File: config.mk
export PLATFORM = sky130hd
export DESIGN_NAME = dmmu_sv32_top
export DESIGN_NICKNAME = d
export VERILOG_FILES = /design/src/logic/sv32_pkg.sv /design/src/logic/mmu_pkg.sv /design/src/logic/dtlb_sv32.sv /design/src/logic/lsu_req_stage.sv /design/src/logic/dtlb_fault_check.sv /design/src/logic/dmmu_sv32_top.sv
export SDC_FILE = /design/constraint.sdc
export NUM_CORES = 1
export LEC_CHECK = 0
export BUFFER_PORTS_ARGS = -buffer_cell sky130_fd_sc_hd__buf_2
export CORE_UTILIZATION = 50
export CTS_BUF_LIST = sky130_fd_sc_hd__clkbuf_8
export DETAILED_ROUTE_END_ITERATION = 8
export GPL_ROUTABILITY_DRIVEN = 1
export GPL_TIMING_DRIVEN = 0
export PLACE_DENSITY = 0.85
export SETUP_SLACK_MARGIN = 0.5
export SLEW_MARGIN = 20
export SYNTH_ARGS = -nofsm -noshare
export SYNTH_HDL_FRONTEND = slang
export SYNTH_SLANG_ARGS = --single-unit
File: constraint.sdc
create_clock -name clk_i -period 2.17 [get_ports clk_i]
set_clock_uncertainty 0.05 [all_clocks]
set_input_delay 0.1085 -clock clk_i [delete_from_list [all_inputs] [get_ports clk_i]]
set_output_delay 0.1085 -clock clk_i [all_outputs]
set_load 0.005 [all_outputs]
File: src/logic/sv32_pkg.sv
// Sv32 address widths, page table entry layout and privilege levels
// shared by the data-side translation logic

package sv32_pkg;

    // ------------------------------------------------------------
    // address geometry
    // ------------------------------------------------------------
    // virtual address width
    localparam int unsigned VLEN = 32;
    // physical address width, Sv32 allows 34 bits
    localparam int unsigned PLEN = 34;
    // physical page number width
    localparam int unsigned PPNW = 22;
    // virtual page number width, vpn1 and vpn0 of 10 bits each
    localparam int unsigned VPNW = 20;
    // 4 KiB page offset
    localparam int unsigned PAGE_OFFSET_W = 12;

    // ------------------------------------------------------------
    // page table entry
    // ------------------------------------------------------------
    // leaf entry as stored in the TLB, msb first
    typedef struct packed {
        logic [PPNW-1:0] ppn;
        // reserved for software
        logic [1:0]      rsw;
        logic            d;
        logic            a;
        logic            g;
        logic            u;
        logic            x;
        logic            w;
        logic            r;
        logic            v;
    } pte_sv32_t;

    // effective privilege of the load/store
    typedef enum logic [1:0] {
        PRIV_LVL_U = 2'b00,
        PRIV_LVL_S = 2'b01,
        PRIV_LVL_M = 2'b11
    } priv_lvl_t;

endpackage

File: src/logic/mmu_pkg.sv
// exception causes, exception record, load/store request bundle
// and the TLB refill struct

package mmu_pkg;

    // ------------------------------------------------------------
    // exceptions
    // ------------------------------------------------------------
    // plain 32-bit code, misaligned causes from upstream travel as is
    typedef logic [31:0] exc_cause_t;

    localparam exc_cause_t LOAD_PAGE_FAULT  = 32'd13;
    localparam exc_cause_t STORE_PAGE_FAULT = 32'd15;

    // cause, faulting value and valid flag
    typedef struct packed {
        exc_cause_t  cause;
        logic [31:0] tval;
        logic        valid;
    } exception_t;

    // ------------------------------------------------------------
    // load/store request
    // ------------------------------------------------------------
    typedef struct packed {
        logic                        req;
        logic [sv32_pkg::VLEN-1:0]   vaddr;
        logic                        is_store;
        // misaligned exception raised before translation
        exception_t                  misaligned;
    } lsu_req_t;

    // ------------------------------------------------------------
    // TLB refill
    // ------------------------------------------------------------
    // asid width carried by the update port
    localparam int unsigned TLB_ASID_W = 1;

    typedef struct packed {
        logic                        valid;
        // megapage, only vpn[19:10] is significant
        logic                        is_4m;
        logic [sv32_pkg::VPNW-1:0]   vpn;
        logic [TLB_ASID_W-1:0]       asid;
        sv32_pkg::pte_sv32_t         content;
    } tlb_update_t;

endpackage

File: src/logic/dtlb_sv32.sv
// fully associative ASID-tagged data TLB for Sv32
// round-robin refill and a full flush
`timescale 1ns/1ps

module dtlb_sv32 #(
    parameter int unsigned TLB_ENTRIES = 4,
    parameter int unsigned ASID_WIDTH  = 1
) (
    input  logic                          clk_i,
    input  logic                          rst_ni,
    input  logic                          flush_i,
    // lookup port
    input  logic                          lu_access_i,
    input  logic [sv32_pkg::VLEN-1:0]     lu_vaddr_i,
    input  logic [ASID_WIDTH-1:0]         lu_asid_i,
    // refill port
    input  mmu_pkg::tlb_update_t          update_i,
    // lookup answer in the same cycle
    output logic                          lu_hit_o,
    output logic                          lu_is_4m_o,
    output sv32_pkg::pte_sv32_t           lu_content_o
);

    // pointer width with a floor of one bit
    localparam int unsigned IDX_W = (TLB_ENTRIES > 1) ? $clog2(TLB_ENTRIES) : 1;

    // per-entry tag
    typedef struct packed {
        logic [ASID_WIDTH-1:0] asid;
        logic [9:0]            vpn1;
        logic [9:0]            vpn0;
        logic                  is_4m;
    } tag_t;

    logic [TLB_ENTRIES-1:0] valid_q;
    tag_t                   tag_q     [TLB_ENTRIES];
    sv32_pkg::pte_sv32_t    content_q [TLB_ENTRIES];
    logic [IDX_W-1:0]       rr_q;
    logic [TLB_ENTRIES-1:0] hit;
    logic                   do_update;

    // a flush wins over a refill in the same cycle
    assign do_update = update_i.valid & ~flush_i;

    // ------------------------------------------------------------
    // lookup
    // ------------------------------------------------------------
    always_comb begin
        hit          = '0;
        lu_is_4m_o   = 1'b0;
        lu_content_o = '0;
        for (int unsigned i = 0; i < TLB_ENTRIES; i++) begin
            // asid match or global page
            if (valid_q[i] && ((tag_q[i].asid == lu_asid_i) || content_q[i].g) &&
                (tag_q[i].vpn1 == lu_vaddr_i[31:22]) &&
                // megapage ignores vpn0
                (tag_q[i].is_4m || (tag_q[i].vpn0 == lu_vaddr_i[21:12]))) begin
                hit[i]       = 1'b1;
                lu_is_4m_o   = tag_q[i].is_4m;
                lu_content_o = content_q[i];
            end
        end
    end

    assign lu_hit_o = lu_access_i & (|hit);

    // ------------------------------------------------------------
    // valid bits and replacement pointer
    // ------------------------------------------------------------
    always_ff @(posedge clk_i or negedge rst_ni) begin
        if (!rst_ni) begin
            valid_q <= '0;
            rr_q    <= '0;
        end else if (flush_i) begin
            valid_q <= '0;
        end else if (update_i.valid) begin
            valid_q[rr_q] <= 1'b1;
            // wrap after the last entry
            if (rr_q == IDX_W'(TLB_ENTRIES - 1)) begin
                rr_q <= '0;
            end else begin
                rr_q <= rr_q + IDX_W'(1);
            end
        end
    end

    // tag and pte storage
    always_ff @(posedge clk_i) begin
        if (do_update) begin
            tag_q[rr_q].asid    <= ASID_WIDTH'(update_i.asid);
            tag_q[rr_q].vpn1    <= update_i.vpn[19:10];
            tag_q[rr_q].vpn0    <= update_i.vpn[9:0];
            tag_q[rr_q].is_4m   <= update_i.is_4m;
            content_q[rr_q]     <= update_i.content;
        end
    end

    // refills never create overlapping mappings for one asid
    a_single_hit: assert property (@(posedge clk_i) disable iff (!rst_ni)
        $onehot0(hit))
        else $error("dtlb: more than one entry hit");

endmodule

File: src/logic/lsu_req_stage.sv
// pipeline register between TLB lookup and fault checking
`timescale 1ns/1ps

module lsu_req_stage (
    input  logic                  clk_i,
    input  logic                  rst_ni,
    // request and TLB answer of cycle 0
    input  mmu_pkg::lsu_req_t     lsu_req_i,
    input  logic                  dtlb_hit_i,
    input  logic                  dtlb_is_4m_i,
    input  sv32_pkg::pte_sv32_t   dtlb_content_i,
    // same, one cycle later
    output mmu_pkg::lsu_req_t     req_q_o,
    output logic                  dtlb_hit_q_o,
    output logic                  dtlb_is_4m_q_o,
    output sv32_pkg::pte_sv32_t   dtlb_content_q_o
);

    mmu_pkg::lsu_req_t req_d;

    // drop a stray misaligned flag when no request is present
    always_comb begin
        req_d                  = lsu_req_i;
        req_d.misaligned.valid = lsu_req_i.misaligned.valid & lsu_req_i.req;
    end

    // request bundle and hit info
    always_ff @(posedge clk_i or negedge rst_ni) begin
        if (!rst_ni) begin
            req_q_o        <= '0;
            dtlb_hit_q_o   <= 1'b0;
            dtlb_is_4m_q_o <= 1'b0;
        end else begin
            req_q_o        <= req_d;
            dtlb_hit_q_o   <= dtlb_hit_i;
            dtlb_is_4m_q_o <= dtlb_is_4m_i;
        end
    end

    // pte payload, only read behind the registered hit
    always_ff @(posedge clk_i) begin
        dtlb_content_q_o <= dtlb_content_i;
    end

endmodule

File: src/logic/dtlb_fault_check.sv
// physical address forming, valid strobe and page-fault checks
// for the second cycle of a load/store translation
`timescale 1ns/1ps

module dtlb_fault_check (
    // registered request and TLB answer
    input  mmu_pkg::lsu_req_t          req_q_i,
    input  logic                       dtlb_hit_q_i,
    input  logic                       dtlb_is_4m_q_i,
    input  sv32_pkg::pte_sv32_t        dtlb_content_q_i,
    // csr state
    input  logic                       en_ld_st_translation_i,
    input  sv32_pkg::priv_lvl_t        ld_st_priv_lvl_i,
    input  logic                       sum_i,
    // result
    output logic                       lsu_valid_o,
    output logic [sv32_pkg::PLEN-1:0]  lsu_paddr_o,
    output mmu_pkg::exception_t        lsu_exception_o
);

    localparam int unsigned OFS = sv32_pkg::PAGE_OFFSET_W;

    logic                       daccess_err;
    logic                       xlat_ok;
    logic [sv32_pkg::PLEN-1:0]  paddr_xlat;

    // ------------------------------------------------------------
    // privilege check
    // ------------------------------------------------------------
    // S mode touching a user page needs SUM, U mode needs a user page
    assign daccess_err =
        ((ld_st_priv_lvl_i == sv32_pkg::PRIV_LVL_S) && !sum_i && dtlb_content_q_i.u) ||
        ((ld_st_priv_lvl_i == sv32_pkg::PRIV_LVL_U) && !dtlb_content_q_i.u);

    // translated request that found its entry
    assign xlat_ok = req_q_i.req & dtlb_hit_q_i;

    // ppn and offset, megapage keeps vaddr bits 21:12
    always_comb begin
        paddr_xlat = {dtlb_content_q_i.ppn, req_q_i.vaddr[OFS-1:0]};
        if (dtlb_is_4m_q_i) begin
            paddr_xlat[21:12] = req_q_i.vaddr[21:12];
        end
    end

    // ------------------------------------------------------------
    // result forming
    // ------------------------------------------------------------
    always_comb begin
        // bare mode or misaligned, pass the address through
        lsu_paddr_o     = {{(sv32_pkg::PLEN - sv32_pkg::VLEN){1'b0}}, req_q_i.vaddr};
        lsu_valid_o     = req_q_i.req;
        lsu_exception_o = req_q_i.misaligned;

        if (en_ld_st_translation_i && !req_q_i.misaligned.valid) begin
            lsu_paddr_o     = paddr_xlat;
            // a miss gives no result at all
            lsu_valid_o     = xlat_ok;
            lsu_exception_o = '0;
            if (xlat_ok) begin
                if (req_q_i.is_store) begin
                    // stores need w and d set as well
                    if (daccess_err || !dtlb_content_q_i.w || !dtlb_content_q_i.d) begin
                        lsu_exception_o.cause = mmu_pkg::STORE_PAGE_FAULT;
                        lsu_exception_o.tval  = req_q_i.vaddr;
                        lsu_exception_o.valid = 1'b1;
                    end
                end else if (daccess_err) begin
                    lsu_exception_o.cause = mmu_pkg::LOAD_PAGE_FAULT;
                    lsu_exception_o.tval  = req_q_i.vaddr;
                    lsu_exception_o.valid = 1'b1;
                end
            end
        end
    end

    // relies on the request stage masking misaligned with req
    a_exc_needs_valid: assert final (!lsu_exception_o.valid || lsu_valid_o)
        else $error("dmmu: exception without valid result");

endmodule

File: src/logic/dmmu_sv32_top.sv
// data-side Sv32 translation unit, request capture, TLB and fault stage
`timescale 1ns/1ps

module dmmu_sv32_top #(
    parameter int unsigned TLB_ENTRIES = 4,
    parameter int unsigned ASID_WIDTH  = 1
) (
    input  logic                          clk_i,
    input  logic                          rst_ni,
    // load/store request
    input  mmu_pkg::lsu_req_t             lsu_req_i,
    input  logic                          en_ld_st_translation_i,
    input  sv32_pkg::priv_lvl_t           ld_st_priv_lvl_i,
    input  logic                          sum_i,
    input  logic [ASID_WIDTH-1:0]         asid_i,
    // TLB maintenance
    input  logic                          flush_tlb_i,
    input  mmu_pkg::tlb_update_t          update_i,
    // cycle 0
    output logic                          lsu_dtlb_hit_o,
    output logic [sv32_pkg::PPNW-1:0]     lsu_dtlb_ppn_o,
    // cycle 1
    output logic                          lsu_valid_o,
    output logic [sv32_pkg::PLEN-1:0]     lsu_paddr_o,
    output mmu_pkg::exception_t           lsu_exception_o,
    output logic                          dtlb_miss_o
);

    logic                 dtlb_hit;
    logic                 dtlb_is_4m;
    sv32_pkg::pte_sv32_t  dtlb_content;
    mmu_pkg::lsu_req_t    req_q;
    logic                 dtlb_hit_q;
    logic                 dtlb_is_4m_q;
    sv32_pkg::pte_sv32_t  dtlb_content_q;

    // ------------------------------------------------------------
    // lookup
    // ------------------------------------------------------------
    dtlb_sv32 #(
        .TLB_ENTRIES ( TLB_ENTRIES ),
        .ASID_WIDTH  ( ASID_WIDTH  )
    ) u_dtlb (
        .clk_i        ( clk_i           ),
        .rst_ni       ( rst_ni          ),
        .flush_i      ( flush_tlb_i     ),
        .lu_access_i  ( lsu_req_i.req   ),
        .lu_vaddr_i   ( lsu_req_i.vaddr ),
        .lu_asid_i    ( asid_i          ),
        .update_i     ( update_i        ),
        .lu_hit_o     ( dtlb_hit        ),
        .lu_is_4m_o   ( dtlb_is_4m      ),
        .lu_content_o ( dtlb_content    )
    );

    // bare mode always counts as a hit
    assign lsu_dtlb_hit_o = en_ld_st_translation_i ? dtlb_hit : 1'b1;

    // megapage takes vpn0 from the address, bare mode the zero-extended vpn
    assign lsu_dtlb_ppn_o = !en_ld_st_translation_i ?
                                sv32_pkg::PPNW'(lsu_req_i.vaddr[31:12]) :
                            dtlb_is_4m ? {dtlb_content.ppn[21:10], lsu_req_i.vaddr[21:12]} :
                                dtlb_content.ppn;

    assign dtlb_miss_o = en_ld_st_translation_i & lsu_req_i.req & ~dtlb_hit;

    // ------------------------------------------------------------
    // second cycle
    // ------------------------------------------------------------
    lsu_req_stage u_req_stage (
        .clk_i            ( clk_i          ),
        .rst_ni           ( rst_ni         ),
        .lsu_req_i        ( lsu_req_i      ),
        .dtlb_hit_i       ( dtlb_hit       ),
        .dtlb_is_4m_i     ( dtlb_is_4m     ),
        .dtlb_content_i   ( dtlb_content   ),
        .req_q_o          ( req_q          ),
        .dtlb_hit_q_o     ( dtlb_hit_q     ),
        .dtlb_is_4m_q_o   ( dtlb_is_4m_q   ),
        .dtlb_content_q_o ( dtlb_content_q )
    );

    dtlb_fault_check u_fault_check (
        .req_q_i                ( req_q                  ),
        .dtlb_hit_q_i           ( dtlb_hit_q             ),
        .dtlb_is_4m_q_i         ( dtlb_is_4m_q           ),
        .dtlb_content_q_i       ( dtlb_content_q         ),
        .en_ld_st_translation_i ( en_ld_st_translation_i ),
        .ld_st_priv_lvl_i       ( ld_st_priv_lvl_i       ),
        .sum_i                  ( sum_i                  ),
        .lsu_valid_o            ( lsu_valid_o            ),
        .lsu_paddr_o            ( lsu_paddr_o            ),
        .lsu_exception_o        ( lsu_exception_o        )
    );

    // the refill port carries a fixed-width asid, the lookup side must agree
    a_asid_width: assert property (@(posedge clk_i) ASID_WIDTH == mmu_pkg::TLB_ASID_W)
        else $error("dmmu: ASID_WIDTH differs from the update port width");

endmodule

# ---- Word level (Yosys, flattened, before mapping)
# Memory sizes are Yosys's and may differ from the RTL's.
# Cells that the tools add are included.
dict set report classes {
  muxes 30
  bitwise_logic 9
  shift 0
  n_eq_ne 14
  n_mul 0
  addsub 1
  n_div 0
  order_cmp 2
  reduce_logical 37
}
# op count
set op_table {}
lappend op_table {{65-bit 2-to-1 mux} 3}
lappend op_table {{32-bit 2-to-1 mux} 4}
lappend op_table {{10-bit == test} 8}
lappend op_table {{37-bit 2-to-1 mux} 2}
lappend op_table {{34-bit 2-to-1 mux} 1}
lappend op_table {{22-bit 2-to-1 mux} 1}
lappend op_table {{10-bit 2-to-1 mux} 2}
lappend op_table {{1-bit logical AND} 17}
lappend op_table {{1-bit 2-to-1 mux} 13}
lappend op_table {{1-bit logical OR} 11}
lappend op_table {{4-bit 2-to-1 mux} 2}
lappend op_table {{1-bit bitwise AND} 6}
lappend op_table {{1-bit zero test} 5}
lappend op_table {{1-bit == test} 4}
lappend op_table {{4-bit OR} 1}
lappend op_table {{4-bit OR reduction} 1}
lappend op_table {{2-bit by 3-bit < comparator with 1-bit output (second input constant)} 1}
lappend op_table {{2-bit by 1-bit adder with 2-bit output (second input constant)} 1}
lappend op_table {{1-bit demux with 2-bit select} 1}
lappend op_table {{2-bit by 1-bit == test with 1-bit output (second input constant)} 1}
lappend op_table {{2-bit == test (second input constant)} 1}
lappend op_table {{2-bit by 1-bit >= comparator with 1-bit output (second input constant)} 1}
lappend op_table {{2-bit zero test} 1}
lappend op_table {{2-bit 2-to-1 mux} 1}
lappend op_table {{3 further kinds} 4}
dict set report word_totals {
  latchBits 0
  in_bits 162
  n_memories 2
  out_inout_bits 124
  reg_bits 132
  wordCells 109
  ramBits 216
  rom_bits 0
}
# memory words word_bits rd rd_ports_with_merged_regs write_ports line_no
set memory_table {}
lappend memory_table {u_dtlb.content_q 4 32 4 0 1 dtlb_sv32.sv:37} ;# sv32_pkg::pte_sv32_t content_q [TLB_ENTRIES];
lappend memory_table {u_dtlb.tag_q 4 22 4 0 1 dtlb_sv32.sv:36} ;# tag_t tag_q [TLB_ENTRIES];

# ---- Depth between registers and ports, before layout
# An unclocked memory read counts as a cell.
dict set report logic_depth {
  ltp_word 12
  mapped_depth 10
}

# ---- By module
# From an unflattened synthesis, not the netlist that was laid out.
dict set report hier_totals {
  hier_cells 853
  area_unflattened_um2 13427.9
}
# mod cells_each seq_area_each_um2 area_per_inst_um2 n_inst
set by_module_without_submodules {}
lappend by_module_without_submodules {dtlb_sv32 567 6636.4 8941.1 1}
lappend by_module_without_submodules {lsu_req_stage 134 3168.0 3174.3 1}
lappend by_module_without_submodules {dtlb_fault_check 124 0.0 1001.0 1}
lappend by_module_without_submodules {dmmu_sv32_top 28 0.0 311.5 1}

# ---- Worst setup path after synthesis
# No wires, ideal clock.
dict set report synth_path {
  path_kind {reg2out}
  startpoint {mem u_dtlb.tag_q[1][13] in the netlist's numbering}
  endpoint {out lsu_dtlb_ppn_o[1] in the netlist's numbering}
  setup_slack_ns -0.101
  stages_incl_launch_ff 9
  arrival_time_ns 2.113
  path_cell_list {edfxtp_1 xnor2_2 nand4_1 or4_1 o211ai_1 a221oi_2 buf_6 or3b_1 o22a_1}
}
# element line_no
set synth_lines {}
lappend synth_lines {{start: declaration} dtlb_sv32.sv:36}
lappend synth_lines {{end: declaration} dmmu_sv32_top.sv:21} ;# output logic [sv32_pkg::PPNW-1:0] lsu_dtlb_ppn_o,

==> impl_metrics.py <==
metrics = {
    "status": {
        "run_status": "finished, violations left",
        "violations": "negative setup slack",
    },
    "worst_setup_path": {
        "critPathSlowestCell": "or4_4",
        "required_worst_endpoint_ns": 2.01,
        "crit_family": "simple AND/OR/NAND/NOR gates",
        "path_max_fanout": 5,
        "timing.critical_path.slowest_cell_delay_ns": 0.59,
        "timing.critical_path.buf_inv": 2,
        "crit_cells": 9,
        "setup.worst_path.end_class": "output pin",
        "crit_path_cell_trace": "xnor2_2 -> nand4_1 -> or4_4 -> o211ai_1 -> a221oi_4 -> buf_6 -> or3b_1 -> o22a_1 -> buf_2",
        "r2r_cells": 12,
        "worstSetupPathType": "flop to output pin",
        "cp.arrival_ns": 3.47,
        "timing.critical_path.from_type": "flop",
    },
    "yosys": {
        "synth-warning-count": 0,
        "synth-seq-cells": 324,
        "synth_area_per_cell_sq_um": 14.7,
        "synth-main-ff-cell": "edfxtp_1",
        "netlist.area_leader.share_pct": 45.2,
        "synth_edf_count": 192,
        "syn-cell-area_sq_mm": 0.0128,
        "synth_async_sr_flop_share_pct": 33.0,
        "ys_seq_area_share_pct": 70.1,
        "synth_fp_nets": 1036,
        "synth_area_leaders": "edfxtp_1, dfrtp_1, dfxtp_1",
        "yosysTopAreaCell": "edfxtp_1",
        "syn-instance-count": 870,
        "number_of_different_library_cells_in_the_post_synthesis_netlist": 53,
    },
    "power_and_ir_drop": {
        "ir_worst_vdd_mv": 0.461,
        "static-leakage-power_nw": 8.02,
        "power.density_cell_area_mw_per_mm2": 732,
    },
    "timing": {
        "max_slew_margin_pct": 38.5,
        "final_clock_period_utilization_by_the_worst_path_pct": 167,
        "period_minus_slack_ns": 3.63,
        "hold_viol_final": 0,
        "final.setup.tns_ns": -50.63,
        "fmaxAchievable_ghz": 0.276,
        "setup_ws_ns": -1.46,
        "grt_setup_unrepaired": "yes",
        "setup_viol": 93,
        "pin_slew_with_the_least_headroom_to_its_limit_ns": 0.918,
        "finalMaxSlewViolations": 0,
    },
    "die": {
        "die_w_microns": 162,
        "fp.coreArea_sq_mm": 0.0251,
        "floorplan.initialDensity_pct": 50.8,
        "row_count": 58,
        "die_extent_in_y_microns": 162,
        "overall_die_area_sq_mm": 0.0262,
        "pin_count": 286,
    },
    "cts": {
        "clkLatencyLatePin_ns": 0.59,
        "cts_made_buffers": 52,
        "clk_transition_reported_paths_ns": 0.07,
        "cts_max_path_buffers": 3,
        "cts_root_buf": "clkbuf_8",
        "cts_num_sinks": 324,
        "ctsHtreeMaxLevel": 2,
        "cts_tree": "done",
    },
    "route": {
        "finalWirelength_mm": 47.6,
        "routedWlPerCell_microns": 26.7,
        "num_vias": 10500,
        "drt_pass_1_iters": 5,
        "postRouteAntennaNets": 0,
        "vias_per_cell": 5.88,
        "post-route-drc-count": 0,
        "detail_route.iter0.violations": 1141,
    },
    "global_route": {
        "grt_overflow_total": 0,
        "grt_pass1_vias": 10300,
        "first_pass_grt_wire_length_mm": 61.5,
        "grt.total_usage_pct": 31.8,
        "largest_net_degree_at_the_start_of_global_routing": 79,
        "antenna_violations_before_repair": 4,
    },
    "place": {
        "port_buffers": 277,
        "detailedPlacementHpwl_mm": 24.1,
        "gp_congestion": 0.895,
        "preCtsSetupSlack_ns": -0.943,
        "placed_cell_area_sq_mm": 0.0147,
    },
    "layout": {
        "finalNetCount": 1575,
        "most_common_cell_after_layout_fill_and_taps_aside": "buf_2",
        "final_core_utilization_pct": 76.9,
        "layout_common_cells": "buf_2, edfxtp_1, dlygate4sd3_1, dfrtp_1, buf_6",
        "final_layout_size_suffix_gt1_share_pct": 44.2,
        "area.growth.synth_to_final_pct": 51.2,
        "finish.instance_area_sq_mm": 0.0193,
    },
    "job": {
        "cap_violations": 0,
    },
    "min_path": {
        "worst_hold_path_type": "input pin to flop",
        "hold_depth": 3,
    },
}
-- where the power goes --
part           internal [mW]  total (mW)  switching, mW
combinational          0.921        1.97           1.05
sequential              6.99        7.21          0.212
clock                   2.43        4.95           2.52
total                   10.3        14.1           3.78
-- layout make-up --
class / instances / area, sq um
antenna: 4 / 10.0
fill: 1292 / 5810
sequential: 324 / 8940
buffer: 71 / 699
multi-input combinational: 479 / 4430
clock inverter: 40 / 196
inverter: 6 / 22.5
clock buffer: 54 / 743
timing repair buffer: 475 / 3840
tap: 330 / 413
-- cells by family (layout without fill, tap and decap cells) --
logic type | after synthesis | in the layout | synth area share, %
multiplexers | 10 | 10 | 0.882
XOR/XNOR | 84 | 84 | 5.94
other | 0 | 4 | 0
buffers and inverters | 77 | 646 | 3.57
adder cells (fa/ha/maj) | 4 | 4 | 0.392
flip-flops | 324 | 324 | 70.1
AO/OA/AOI/OAI | 104 | 104 | 8.17
AND/OR/NAND/NOR | 267 | 277 | 11.0
-- registers in the layout, summed over array words and instances (netlist names) --
register	count
u_dtlb.valid_q	4
u_req_stage.req_q_o	99
u_dtlb.tag_q	88
u_dtlb.rr_q	2
u_req_stage.dtlb_is_4m_q_o	1
u_req_stage.dtlb_content_q_o	25
u_dtlb.content_q	104
u_req_stage.dtlb_hit_q_o	1
-- stage by stage --
step	total power [mW]	std cells	hold slack, ns
after floorplan	7.85	870	-0.237
after global placement	8.42	1477	0.167
after detailed placement	8.49	1478	-0.0406
after CTS	13.6	1757	0.0303
after global routing	14.5	1782	0.0684
final	14.1	1783	0.0447
-- Yosys cell counts, types with 25 or more instances --
cell        n
dfxtp_1    25
xnor2_1    49
edfxtp_1  192
dfrtp_1   107
xor2_1     32
nand3_1    28
clkbuf_1   28
nor2_1     43
and2_1     38
a22o_1     32
nand2_1    76
nand4_1    30
-- timing repair --
| item | 4_1_cts | 5_1_grt |
|---|---|---|
| hold buffers | 153 | 0 |
| cloned | 9 | 12 |
| resized for setup | 198 | 142 |
| endpoints found under the setup margin | 306 | 265 |
| pin swaps | 46 | 53 |
| endpoints found under the hold margin | 403 | 0 |
| setup buffers | 23 | 10 |
-- layer usage --
| metal | share of wire (%) | global-route usage [%] | up-vias |
|---|---|---|---|
| met1 | 34 | 37.6 | 5121 |
| met4 | 6.8 | 16.3 | 0 |
| met3 | 9.8 | 6.49 | 241 |
| li1 | - | - | 4244 |
| met5 | 0 | 0 | - |
| met2 | 49 | 55.0 | 885 |
-- worst paths after layout --
check | start | endpoint | slack, ns
setup / recovery | u_dtlb.tag_q[1][12]$_DFFE_PP_ | lsu_dtlb_ppn_o[6] | -1.46
hold / removal | flush_tlb_i | u_dtlb.rr_q[1]$_DFFE_PN0P_ | 0.04
setup reg to reg | u_dtlb.tag_q[1][12]$_DFFE_PP_ | u_req_stage.dtlb_content_q_o[18]$_DFF_P_ | -0.58
hold reg to reg | u_dtlb.content_q[3][2]$_DFFE_PP_ | u_req_stage.dtlb_content_q_o[2]$_DFF_P_ | 0.41
max in group asynchronous | rst_ni | u_req_stage.req_q_o[80]$_DFF_PN0_ | 1.10
min in group asynchronous | rst_ni | u_dtlb.valid_q[2]$_DFFE_PN0P_ | 0.55
-- worst register-to-register path, delay by kind of cell (launching register included) --
kind	cells	cell delay, ns
flip-flops	1	0.42
AO/OA/AOI/OAI	1	0.12
buffers and inverters	5	0.89
AND/OR/NAND/NOR	5	0.92
XOR/XNOR	1	0.22
No activity file was read; power rests on OpenSTA's default activity.
